### src/source/io_pkg.sv
`default_nettype none

package io_pkg;

	localparam int unsigned CPU_CLOCK_FREQ = 50_000_000;
	localparam int unsigned BAUD_RATE = 3_125_000;

	// Clock cycles per serial bit, 16 with the default clock and baud rate
	localparam int unsigned CLKS_PER_BIT = CPU_CLOCK_FREQ / BAUD_RATE;
	localparam int unsigned TICK_W = $clog2(CLKS_PER_BIT);

	typedef logic [31:0] xlen_t;
	typedef logic [4:0] io_adr_t;
	typedef logic [7:0] byte_t;

	// Counts the clock cycles within one serial bit
	typedef logic [TICK_W-1:0] tick_t;

	// Indexes the eight data bits of a frame
	typedef logic [2:0] bit_idx_t;

	localparam tick_t TICK_LAST = tick_t'(CLKS_PER_BIT - 1);
	localparam tick_t TICK_HALF = tick_t'(CLKS_PER_BIT / 2 - 1);

	// I/O address map
	localparam io_adr_t ADR_UART_CTRL = 5'd0;
	localparam io_adr_t ADR_UART_RX = 5'd1;
	localparam io_adr_t ADR_UART_TX = 5'd2;
	localparam io_adr_t ADR_CYCLE_CNT = 5'd4;
	localparam io_adr_t ADR_INSTR_CNT = 5'd5;
	localparam io_adr_t ADR_CNT_CLEAR = 5'd6;

	// Member order puts rx_valid at bit 1 and tx_ready at bit 0 of the status word
	typedef struct packed {
		logic rx_valid;
		logic tx_ready;
	} uart_status_t;

	typedef enum logic [1:0] {
		TX_IDLE,
		TX_START,
		TX_DATA,
		TX_STOP
	} tx_state_t;

	typedef enum logic [1:0] {
		RX_IDLE,
		RX_START,
		RX_DATA,
		RX_STOP
	} rx_state_t;

endpackage

`default_nettype wire
### src/source/io_subsystem.sv
`timescale 1ns/1ps
`default_nettype none

module io_subsystem import io_pkg::*; (
	input  logic       clk,
	input  logic       cpu_rst,
	input  io_adr_t    adr,
	input  logic       io_load,
	input  logic       iowea,
	input  logic [3:0] wea,
	input  xlen_t      din_io,
	input  logic       instr_stop,
	input  logic       uart_serial_in,
	output xlen_t      dout_io,
	output logic       uart_serial_out
);

	// Each UART half drives its own member of the status struct
	wire uart_status_t status;

	byte_t tx_data;
	logic  tx_valid;
	byte_t rx_data;
	logic  rx_ready;
	logic  clear;
	xlen_t cycle_cnt;
	xlen_t instr_cnt;

	io_control u_io_control (
		.clk       (clk),
		.cpu_rst   (cpu_rst),
		.adr       (adr),
		.io_load   (io_load),
		.iowea     (iowea),
		.wea       (wea),
		.din_io    (din_io),
		.status    (status),
		.rx_data   (rx_data),
		.cycle_cnt (cycle_cnt),
		.instr_cnt (instr_cnt),
		.dout_io   (dout_io),
		.tx_data   (tx_data),
		.tx_valid  (tx_valid),
		.rx_ready  (rx_ready),
		.clear     (clear)
	);

	uart_tx u_uart_tx (
		.clk        (clk),
		.cpu_rst    (cpu_rst),
		.tx_data    (tx_data),
		.tx_valid   (tx_valid),
		.tx_ready   (status.tx_ready),
		.serial_out (uart_serial_out)
	);

	uart_rx u_uart_rx (
		.clk       (clk),
		.cpu_rst   (cpu_rst),
		.serial_in (uart_serial_in),
		.rx_ready  (rx_ready),
		.rx_data   (rx_data),
		.rx_valid  (status.rx_valid)
	);

	perf_counters u_perf_counters (
		.clk        (clk),
		.cpu_rst    (cpu_rst),
		.clear      (clear),
		.instr_stop (instr_stop),
		.cycle_cnt  (cycle_cnt),
		.instr_cnt  (instr_cnt)
	);

endmodule

`default_nettype wire

### src/source/io_control.sv
`timescale 1ns/1ps
`default_nettype none

module io_control import io_pkg::*; (
	input  logic         clk,
	input  logic         cpu_rst,
	input  io_adr_t      adr,
	input  logic         io_load,
	input  logic         iowea,
	input  logic [3:0]   wea,
	input  xlen_t        din_io,
	input  uart_status_t status,
	input  byte_t        rx_data,
	input  xlen_t        cycle_cnt,
	input  xlen_t        instr_cnt,
	output xlen_t        dout_io,
	output byte_t        tx_data,
	output logic         tx_valid,
	output logic         rx_ready,
	output logic         clear
);

	logic  sel_rx;
	logic  sel_tx;
	logic  sel_clear;
	xlen_t status_word;
	xlen_t rx_word;
	xlen_t rd_word;

	assign sel_rx = (adr == ADR_UART_RX);
	assign sel_tx = (adr == ADR_UART_TX);
	assign sel_clear = (adr == ADR_CNT_CLEAR);

	// Store to the transmit register hands the low byte to the UART
	assign tx_valid = iowea && sel_tx;
	assign tx_data = tx_valid ? din_io[7:0] : '0;

	// Loading the receive register acknowledges the held byte
	assign rx_ready = io_load && sel_rx;

	// A clear store needs at least one byte lane enabled
	assign clear = iowea && sel_clear && (wea != 4'd0);

	assign status_word = xlen_t'(status);
	assign rx_word = xlen_t'(rx_data);

	// The transmit register is write only and reads back as zero
	always_comb begin
		case (adr)
			ADR_UART_CTRL: rd_word = status_word;
			ADR_UART_RX: rd_word = rx_word;
			ADR_CYCLE_CNT: rd_word = cycle_cnt;
			ADR_INSTR_CNT: rd_word = instr_cnt;
			default: rd_word = '0;
		endcase
	end

	// Read data follows the address by one cycle whether or not io_load is set
	always_ff @(posedge clk) begin
		if (cpu_rst) begin
			dout_io <= '0;
		end else begin
			dout_io <= rd_word;
		end
	end

endmodule

`default_nettype wire

### src/source/perf_counters.sv
`timescale 1ns/1ps
`default_nettype none

module perf_counters import io_pkg::*; (
	input  logic  clk,
	input  logic  cpu_rst,
	input  logic  clear,
	input  logic  instr_stop,
	output xlen_t cycle_cnt,
	output xlen_t instr_cnt
);

	// Free-running cycle counter, wraps at 2**32
	always_ff @(posedge clk) begin
		if (cpu_rst || clear) begin
			cycle_cnt <= '0;
		end else begin
			cycle_cnt <= cycle_cnt + 1'b1;
		end
	end

	// Retired instructions, counted only while the pipeline is not stalled
	always_ff @(posedge clk) begin
		if (cpu_rst || clear) begin
			instr_cnt <= '0;
		end else if (!instr_stop) begin
			instr_cnt <= instr_cnt + 1'b1;
		end
	end

endmodule

`default_nettype wire

### src/source/uart_rx.sv
`timescale 1ns/1ps
`default_nettype none

module uart_rx import io_pkg::*; (
	input  logic  clk,
	input  logic  cpu_rst,
	input  logic  serial_in,
	input  logic  rx_ready,
	output byte_t rx_data,
	output logic  rx_valid
);

	rx_state_t  state;
	tick_t      tick;
	bit_idx_t   bit_idx;
	byte_t      shift;
	logic [1:0] sync_ff;
	logic       line_prev;
	logic       line;
	logic       fall;
	logic       sample_data;
	logic       stop_mid;

	// Two flop synchronizer, then one more flop for edge detection
	always_ff @(posedge clk) begin
		if (cpu_rst) begin
			sync_ff <= 2'b11;
			line_prev <= 1'b1;
		end else begin
			sync_ff <= {sync_ff[0], serial_in};
			line_prev <= sync_ff[1];
		end
	end

	assign line = sync_ff[1];
	assign fall = line_prev && !line;

	assign sample_data = (state == RX_DATA) && (tick == TICK_LAST);
	assign stop_mid = (state == RX_STOP) && (tick == TICK_LAST);

	always_ff @(posedge clk) begin
		if (cpu_rst) begin
			state <= RX_IDLE;
			tick <= '0;
			bit_idx <= '0;
		end else begin
			case (state)
				RX_IDLE: begin
					// The cycle of the falling edge is the first cycle of the start bit
					tick <= tick_t'(1);
					if (fall) begin
						state <= RX_START;
					end
				end
				RX_START: begin
					if (tick == TICK_HALF) begin
						tick <= '0;
						bit_idx <= '0;
						// A start bit that is high again by mid-bit was a glitch
						state <= line ? RX_IDLE : RX_DATA;
					end else begin
						tick <= tick + 1'b1;
					end
				end
				RX_DATA: begin
					if (tick == TICK_LAST) begin
						tick <= '0;
						if (bit_idx == 3'd7) begin
							state <= RX_STOP;
						end else begin
							bit_idx <= bit_idx + 1'b1;
						end
					end else begin
						tick <= tick + 1'b1;
					end
				end
				RX_STOP: begin
					// Back to idle at mid stop bit so the next start edge is not missed
					if (tick == TICK_LAST) begin
						state <= RX_IDLE;
					end else begin
						tick <= tick + 1'b1;
					end
				end
				default: begin
					state <= RX_IDLE;
				end
			endcase
		end
	end

	// Bits arrive LSB first and shift in from the top
	always_ff @(posedge clk) begin
		if (sample_data) begin
			shift <= {line, shift[7:1]};
		end
	end

	always_ff @(posedge clk) begin
		if (stop_mid) begin
			rx_data <= shift;
		end
	end

	// A completed frame wins over an acknowledge in the same cycle
	always_ff @(posedge clk) begin
		if (cpu_rst) begin
			rx_valid <= 1'b0;
		end else if (stop_mid) begin
			rx_valid <= 1'b1;
		end else if (rx_ready) begin
			rx_valid <= 1'b0;
		end
	end

endmodule

`default_nettype wire

### src/source/uart_tx.sv
`timescale 1ns/1ps
`default_nettype none

module uart_tx import io_pkg::*; (
	input  logic  clk,
	input  logic  cpu_rst,
	input  byte_t tx_data,
	input  logic  tx_valid,
	output logic  tx_ready,
	output logic  serial_out
);

	tx_state_t state;
	tick_t     tick;
	bit_idx_t  bit_idx;
	byte_t     shift;
	logic      bit_done;

	assign bit_done = (tick == TICK_LAST);
	assign tx_ready = (state == TX_IDLE);

	// The tick counter sits at zero while idle and restarts at every bit boundary
	always_ff @(posedge clk) begin
		if (cpu_rst) begin
			tick <= '0;
		end else if (state == TX_IDLE || bit_done) begin
			tick <= '0;
		end else begin
			tick <= tick + 1'b1;
		end
	end

	// The next data bit always waits in shift[0]
	always_ff @(posedge clk) begin
		if (tx_valid && tx_ready) begin
			shift <= tx_data;
		end else if (bit_done && (state == TX_START || state == TX_DATA)) begin
			shift <= shift >> 1;
		end
	end

	always_ff @(posedge clk) begin
		if (cpu_rst) begin
			state <= TX_IDLE;
			serial_out <= 1'b1;
			bit_idx <= '0;
		end else begin
			case (state)
				TX_IDLE: begin
					if (tx_valid) begin
						// Start bit goes out in the cycle after acceptance
						state <= TX_START;
						serial_out <= 1'b0;
					end
				end
				TX_START: begin
					if (bit_done) begin
						state <= TX_DATA;
						serial_out <= shift[0];
						bit_idx <= '0;
					end
				end
				TX_DATA: begin
					if (bit_done) begin
						if (bit_idx == 3'd7) begin
							state <= TX_STOP;
							serial_out <= 1'b1;
						end else begin
							bit_idx <= bit_idx + 1'b1;
							serial_out <= shift[0];
						end
					end
				end
				TX_STOP: begin
					if (bit_done) begin
						state <= TX_IDLE;
					end
				end
				default: begin
					state <= TX_IDLE;
					serial_out <= 1'b1;
				end
			endcase
		end
	end

endmodule

`default_nettype wire

### config.mk
export PLATFORM = sky130hd
export DESIGN_NAME = io_subsystem
export DESIGN_NICKNAME = d
export VERILOG_FILES = /design/src/source/io_pkg.sv /design/src/source/io_subsystem.sv /design/src/source/io_control.sv /design/src/source/perf_counters.sv /design/src/source/uart_rx.sv /design/src/source/uart_tx.sv
export SDC_FILE = /design/constraint.sdc
export NUM_CORES = 1
export LEC_CHECK = 0
export BUFFER_PORTS_ARGS = -buffer_cell sky130_fd_sc_hd__clkbuf_2
export CELL_PAD_IN_SITES_DETAIL_PLACEMENT = 0
export CELL_PAD_IN_SITES_GLOBAL_PLACEMENT = 1
export CORE_UTILIZATION = 40
export CTS_CLUSTER_DIAMETER = 100
export DETAILED_ROUTE_END_ITERATION = 6
export MAX_ROUTING_LAYER = met4
export PLACE_DENSITY_LB_ADDON = 0.1
export SLEW_MARGIN = 20
export SYNTH_ARGS = -nofsm -noshare
export SYNTH_HDL_FRONTEND = slang
export SYNTH_SLANG_ARGS = --single-unit
### constraint.sdc
create_clock -name clk -period 1.84 [get_ports clk]
set_clock_uncertainty 0.2 [all_clocks]
set_input_delay 0.368 -clock clk [delete_from_list [all_inputs] [get_ports clk]]
set_output_delay 0.368 -clock clk [all_outputs]
set_load 0.1 [all_outputs]
==> impl_metrics.json, run 1 <==
{
  "outcome": "finished, final reports clean",
  "muxShareOfSynthArea_pct": 7.07,
  "gr-usage-met2_pct": 29.6,
  "number_of_antenna_violating_nets_in_the_routed_design": 0,
  "switchingPower_uw": 1570,
  "gr-total-overflow": 0,
  "total_power_density_per_cell_area_nw_per_um2": 893,
  "groute.usage.overall_pct": 18.3,
  "timing.final.crit_period_ns": 1.76,
  "number_of_flops_mapped_to_enable_cells_by_yosys": 24,
  "timing.hold.worst.class": "in2reg",
  "design.core.area_sq_um": 15100,
  "maxCapViolations": 0,
  "vias": 4762,
  "min_period_over_period_pct": 95.9,
  "grt_antenna_before_repair": 0,
  "yosys.area_share.simple_pct": 23.0,
  "routed_wire_length_per_instance_um": 13.9,
  "globalRouteMet3Util_pct": 4.09,
  "dp.final_hpwl_um": 9590,
  "area.growth.synth_to_final_pct": 28.2,
  "post_synth.cell_area_avg_sq_um": 9.90,
  "cts.repair_timing.setup_buffer_count": 0,
  "ys_async_sr_fraction_pct": 0,
  "crit_path_start": "u_perf_counters.cycle_cnt[20]",
  "timing.rr.end": "u_perf_counters.cycle_cnt[28]",
  "worstReg2RegStart": "u_perf_counters.cycle_cnt[20]",
  "finalWeightedCongestion": 0.743,
  "synth_xor_area_share_pct": 8.08,
  "syn_inst": 624,
  "report.final.hold_viol_count": 0,
  "drcViolationCount": 0,
  "crit_path_end_kind": "flop",
  "met1_usage_pct": 22.5,
  "seqPwrFrac_pct": 45.8,
  "dr.first_iter.drc_count": 202,
  "first_pass_iters": 6,
  "die_height_um": 126,
  "synth_top_family_by_area": "simple AND/OR/NAND/NOR gates",
  "drt-total-wl_um": 13300,
  "initial_core_util_pct": 40.8,
  "cts.root.buffer_cell": "clkbuf_16",
  "r2r_slack_ns": 0.08,
  "first_pass_grt_wire_length_um": 22200,
  "numPortBuffers": 55,
  "grt_max_degree": 29,
  "tritoncts": "yes",
  "fp.dieArea_sq_um": 16000,
  "sw_frac_of_total_pct": 22.2,
  "ios": 80,
  "diodes": 0,
  "timing.max_slew.rel_slack_pct": 63.6,
  "rsz0062_at_grt": "yes",
  "synth-compound-area-share_pct": 5.65,
  "fill_cells": 1399,
  "std_cell_rows": 45,
  "p_int_uw": 5500,
  "layout.core_utilization_pct": 52.3,
  "synth_cell_types": 57,
  "gr-max-usage-layer": "met2",
  "yosys_warnings": 0,
  "clock_sink_count": 143,
  "design.final.nets": 816,
  "setup.worst_path.end": "u_perf_counters.cycle_cnt[28]",
  "tritoncts.num_buffers": 17,
  "fin_hold_ws_ns": 0.0553,
  "timing.fmax_ghz": 0.567,
  "die_w_um": 126,
  "power_frac_clock_pct": 48.1,
  "critical_path.max_fanout": 3,
  "ir_worst_vdd_uv": 691,
  "setup_viol": 0,
  "finalMaxSlewViolations": 0,
  "timing.reg2reg.worst_path_depth": 5,
  "clk_pin_slew_ns": 0.06,
  "cts_htree_levels": 4,
  "grt_pass1_vias": 4495,
  "synth.ff_latch_count": 143,
  "clock_path_buffers": 2,
  "comb_power_share_pct": 6.1,
  "required_ns": 1.94,
  "post_route_cells_drive_above_1_share_pct": 29.5,
  "dominantRegCellSynth": "dfxtp_1",
  "critPathLaunchType": "flop",
  "synthesis.nets": 683,
  "synth_area_sq_um": 6180,
  "path_class": "reg2reg",
  "power.static_leakage_uw": 0.00321,
  "max_slew.worst_pin.slew_ns": 0.548,
  "arithmetic_cell_share_of_the_synthesized_area_counting_full_adders_half_adders_and_majority_gates_pct": 2.43,
  "ys_seq_area_share_pct": 50.2,
  "timing.critical_path.arrival_ns": 1.87,
  "viasPerCell": 4.97,
  "clock_insertion_delay_worst_skew_ns": 0.42
}
[power groups by stage]
stage | logic, uW | registers (uW) | clock network (uW)
floorplan | 264 | 3310 | 0
global placement | 404 | 3300 | 0
detailed placement | 413 | 3300 | 0
CTS | 416 | 3240 | 3470
global route | 471 | 3240 | 3620
finish | 431 | 3240 | 3400
[Yosys cell counts, types with 2 or more instances]
cell type  number  area (sq um)
or3_1           3          18.8
nor4_1          6          37.5
o21ai_0         7          35.0
a21oi_2         2          17.5
a21oi_1        12          60.1
buf_6           7          78.8
nand3_1        25           125
nand4b_1        3          26.3
buf_2           3          15.0
xor2_1         29           254
nor2_2          3          18.8
mux2i_1        29           290
a22oi_1         8          60.1
and4_1          4          35.0
nor4_2          4          50.1
inv_1          17          63.8
mux2_2         13           146
nand4_2         2          25.0
and2_1          2          12.5
a31oi_1         2          12.5
xnor2_1        28           245
nand3b_1        3          22.5
nand2_1        33           124
nand2b_1        5          31.3
buf_1           2          7.51
a22o_1          7          61.3
a211oi_1        2          15.0
nor4_4          2          42.5
clkbuf_1       12          45.0
edfxtp_1       24           721
nor2b_1         4          25.0
nor2_1        130           488
dfxtp_1       119          2380
or2_2           3          18.8
and3_1         13          81.3
nand4_1        14          87.6
nor3_1         11          55.1
ha_1           12           150
[placed cells by master (no fill, tap or decap), types with 6 or more instances in the layout]
cell	netlist	layout
a21oi_1	12	12
a22o_1	7	7
a22oi_1	8	8
and3_1	13	11
buf_4	1	78
clkbuf_16	0	17
clkbuf_2	0	55
dfxtp_1	119	113
dfxtp_2	0	6
edfxtp_1	24	24
ha_1	12	8
inv_1	17	17
mux2_2	13	13
mux2i_1	29	29
nand2_1	33	32
nand3_1	25	24
nand4_1	14	14
nor2_1	130	127
nor3_1	11	11
nor4_2	4	7
o21ai_0	7	7
xnor2_1	28	28
xor2_1	29	29
[worst min path at each step]
stage / slack [ns] / depth (start not counted) / startpoint / end
2_1_floorplan: 0.19 / 1 / u_uart_rx.sync_ff[0] / u_uart_rx.sync_ff[1]
3_3_place_gp: 0.19 / 1 / u_uart_rx.sync_ff[0] / u_uart_rx.sync_ff[1]
3_5_place_dp: 0.19 / 1 / u_uart_rx.sync_ff[0] / u_uart_rx.sync_ff[1]
4_1_cts: 0.04 / 2 / din_io[4] / u_uart_tx.shift[4]
5_1_grt: 0.05 / 2 / din_io[5] / u_uart_tx.shift[5]
6_report: 0.06 / 2 / din_io[4] / u_uart_tx.shift[4]
[flip-flops by register name (all words and copies together), names as in the netlist, named ones only]
| name | flops |
|---|---|
| u_perf_counters.cycle_cnt | 32 |
| u_uart_rx.rx_valid | 1 |
| u_uart_rx.bit_idx | 3 |
| u_uart_rx.shift | 8 |
| u_uart_tx.tick | 4 |
| u_uart_rx.line_prev | 1 |
| u_uart_rx.rx_data | 8 |
| u_uart_tx.state | 2 |
| u_uart_tx.serial_out | 1 |
| u_uart_rx.sync_ff | 2 |
| u_uart_rx.tick | 4 |
| u_perf_counters.instr_cnt | 32 |
| u_uart_tx.bit_idx | 3 |
| u_uart_tx.shift | 8 |
| u_uart_rx.state | 1 |
| u_io_control.dout_io | 32 |
[through the flow]
stage          TNS [ns]  cell area [sq um]  power, uW  cells  setup slack, ns
2_1_floorplan         0               6180       3580    624           0.0109
3_3_place_gp      -8.08               7220       3710    925           -0.150
3_5_place_dp      -8.69               7220       3720    925           -0.178
4_1_cts               0               7820       7120    958          0.00368
5_1_grt         -0.0138               7920       7330    958         -0.00658
6_report              0               7920       7070    958           0.0762
[kinds of logic (layout without fill, tap and decap cells)]
family,Yosys count,count (layout)
muxes,42,42
and+or+nand+nor,278,278
AOI/OAI and AO/OA,50,50
DFF,143,143
adders and majority gates,12,12
xor gates and xnor gates,57,57
buffers and inverters,42,188
[critical path, cell delays in order (launching register included)]
cell	delay, ns
dfxtp_1	0.32
and4_1	0.23
and3_4	0.21
nand4_1	0.18
nor2_1	0.16
mux2_2	0.34
[what timing repair did]
item / CTS / global route
gates cloned: 0 / 0
resized for setup: 2 / 25
endpoints found under the hold margin: 1 / 0
hold buffers: 1 / 0
pin swaps: 3 / 6
setup endpoints to repair: 2 / 45
[layer usage]
layer	routed length (um)	vias to the layer above
met3	344	12
li1	-	2425
met4	129	0
met5	0	-
met1	6370	2268
met2	6490	57
[cell type report]
class | instances | area, sq um | area share [%]
multi-input cells | 439 | 2970 | 37.4
inverters | 17 | 63.8 | 0.806
clock inverters | 10 | 110 | 1.39
clock buffers | 22 | 474 | 5.99
flip-flops and latches | 143 | 3110 | 39.3
well taps | 188 | 235 | 2.97
repair buffers | 139 | 962 | 12.1
Power figures use the tool's default switching activity.
==> inputs of run 2 (changes only) <==
- PLACE_DENSITY: not set -> 0.87
- PLACE_DENSITY_LB_ADDON: 0.1 -> not set
==> run 2 against run 1 <==
The flow now finishes with violations (negative setup slack). Sequential power is essentially flat. Cell area shrank 0.14%. Routed wire length grew 1.1%. Sequential cell count is the same.
==> impl_metrics.json, run 2 (same netlist as run 1, synthesis figures left out) <==
{
  "outcome": "finished with violations",
  "violations_in_the_final_reports": "negative setup slack",
  "place.detailed.instances": 910,
  "critPathLaunchType": "flop",
  "initial_core_util_pct": 40.8,
  "timing.critical_path.arrival_ns": 1.94,
  "layout.core_utilization_pct": 52.2,
  "first_pass_iters": 4,
  "clock_insertion_delay_worst_skew_ns": 0.43,
  "power_frac_clock_pct": 48.1,
  "finalWeightedCongestion": 0.822,
  "die_w_um": 126,
  "worst_slack_ns": -0.000548,
  "drt-total-wl_um": 13500,
  "clk_pin_slew_ns": 0.06,
  "design.core.area_sq_um": 15100,
  "numPortBuffers": 55,
  "total_power_density_per_cell_area_nw_per_um2": 905,
  "setup_viol": 1,
  "post_route_cells_drive_above_1_share_pct": 29.7,
  "groute.usage.overall_pct": 18.0,
  "routed_wire_length_per_instance_um": 14.3,
  "totalPowerFinal_uw": 7160,
  "maxCapViolations": 0,
  "biggestRegsByFlops": "u_io_control.dout_io x32, u_perf_counters.cycle_cnt x32, u_perf_counters.instr_cnt x32",
  "gr-total-overflow": 0,
  "fp.dieArea_sq_um": 16000,
  "design.final.nets": 803,
  "timing.max_slew.rel_slack_pct": 63.4,
  "power.static_leakage_uw": 0.00316,
  "comb_power_share_pct": 6.5,
  "ir_worst_vdd_uv": 590,
  "clock_sink_count": 143,
  "dpl_ws_ns": -0.197,
  "die_height_um": 126,
  "critical_path.max_fanout": 4,
  "crit_path_end_kind": "flop",
  "report.final.hold_viol_count": 0,
  "rsz0062_at_grt": "yes",
  "max_slew.worst_pin.slew_ns": 0.551,
  "tritoncts.num_buffers": 17,
  "area.growth.synth_to_final_pct": 28.0,
  "timing.hold.worst.class": "in2reg",
  "timing.final.crit_period_ns": 1.84,
  "grt_max_degree": 25,
  "drcViolationCount": 0,
  "most-common-layout-cells": "124 x nor2_1, 113 x dfxtp_1, 65 x buf_4",
  "timing.fmax_ghz": 0.543,
  "tritoncts": "yes",
  "number_of_antenna_violating_nets_in_the_routed_design": 0,
  "grt_pass1_vias": 4652,
  "grt_antenna_before_repair": 0,
  "p_int_uw": 5550,
  "mostFrequentLayoutCell": "nor2_1",
  "layout.cells.non_filler": 945,
  "vias": 4826,
  "viasPerCell": 5.11,
  "clock_path_buffers": 2,
  "ios": 80,
  "dr.first_iter.drc_count": 223,
  "seqPwrFrac_pct": 45.4,
  "sw_frac_of_total_pct": 22.4,
  "first_pass_grt_wire_length_um": 21900,
  "min_period_over_period_pct": 100,
  "diodes": 0,
  "std_cell_rows": 45,
  "path_class": "reg2reg",
  "cts.root.buffer_cell": "clkbuf_16",
  "finalMaxSlewViolations": 0,
  "required_ns": 1.94,
  "cts_htree_levels": 4,
  "switchingPower_uw": 1600,
  "dp.final_hpwl_um": 9560
}
==> run 2: worst paths after layout <==
kind | start | to | slack (ns) | cells past startpoint
setup / recovery | u_uart_tx.state[1] | u_uart_tx.state[1] | -0.0005 | 7
setup reg to reg | u_uart_tx.state[1] | u_uart_tx.state[1] | -0.0005 | 7
hold / removal | din_io[7] | u_uart_tx.shift[7] | 0.04 | 3
hold reg to reg | u_uart_rx.sync_ff[0] | u_uart_rx.sync_ff[1] | 0.22 | 1
==> run 2: power groups by stage <==
| stage | combinational, uW | sequential (uW) | clock (uW) |
|---|---|---|---|
| floorplan | 264 | 3310 | 0 |
| global placement | 379 | 3310 | 0 |
| detailed placement | 401 | 3310 | 0 |
| CTS | 405 | 3240 | 3500 |
| global route | 501 | 3250 | 3630 |
| finish | 462 | 3250 | 3440 |
==> run 2: through the flow <==
stage | setup TNS (ns) | area, sq um | hold WS [ns]
floorplan | 0 | 6180 | 0.189
global placement | -8.23 | 7100 | 0.193
detailed placement | -9.56 | 7100 | 0.207
CTS | -0.0153 | 7740 | 0.0286
global route | -0.175 | 7910 | 0.0385
finish | -0.000548 | 7910 | 0.0419
==> run 2: what timing repair did <==
item	in CTS	in global routing
endpoints found under the setup margin	24	57
hold buffers	1	0
hold endpoints to repair	1	0
pin swaps	3	6
gates resized for setup	4	38
setup buffers	2	0
==> run 2: critical path, cell delays in order (launching register included) <==
cell and delay [ns]:
dfxtp_2 0.38, inv_1 0.10, ha_2 0.21, nor2_1 0.19, o21bai_2 0.10, a22o_1 0.24
mux2i_1 0.21, nor2_1 0.08
==> run 2: layout make-up <==
type	count	area, sq um
Timing Repair Buffer	126	876
Multi-Input combinational cell	439	3030
Sequential cell	143	3110
Clock buffer	18	429
Fill cell	1309	7240
Clock inverter	14	166
Inverter	17	63.8
Tap cell	188	235
==> run 2: metal layers <==
metal | vias up | routed length (um) | GRT usage [%]
met3 | 19 | 460 | 4.47
li1 | 2396 | - | -
met5 | - | 0 | -
met2 | 84 | 6920 | 30.8
met4 | 0 | 269 | 8.01
met1 | 2327 | 5850 | 20.0
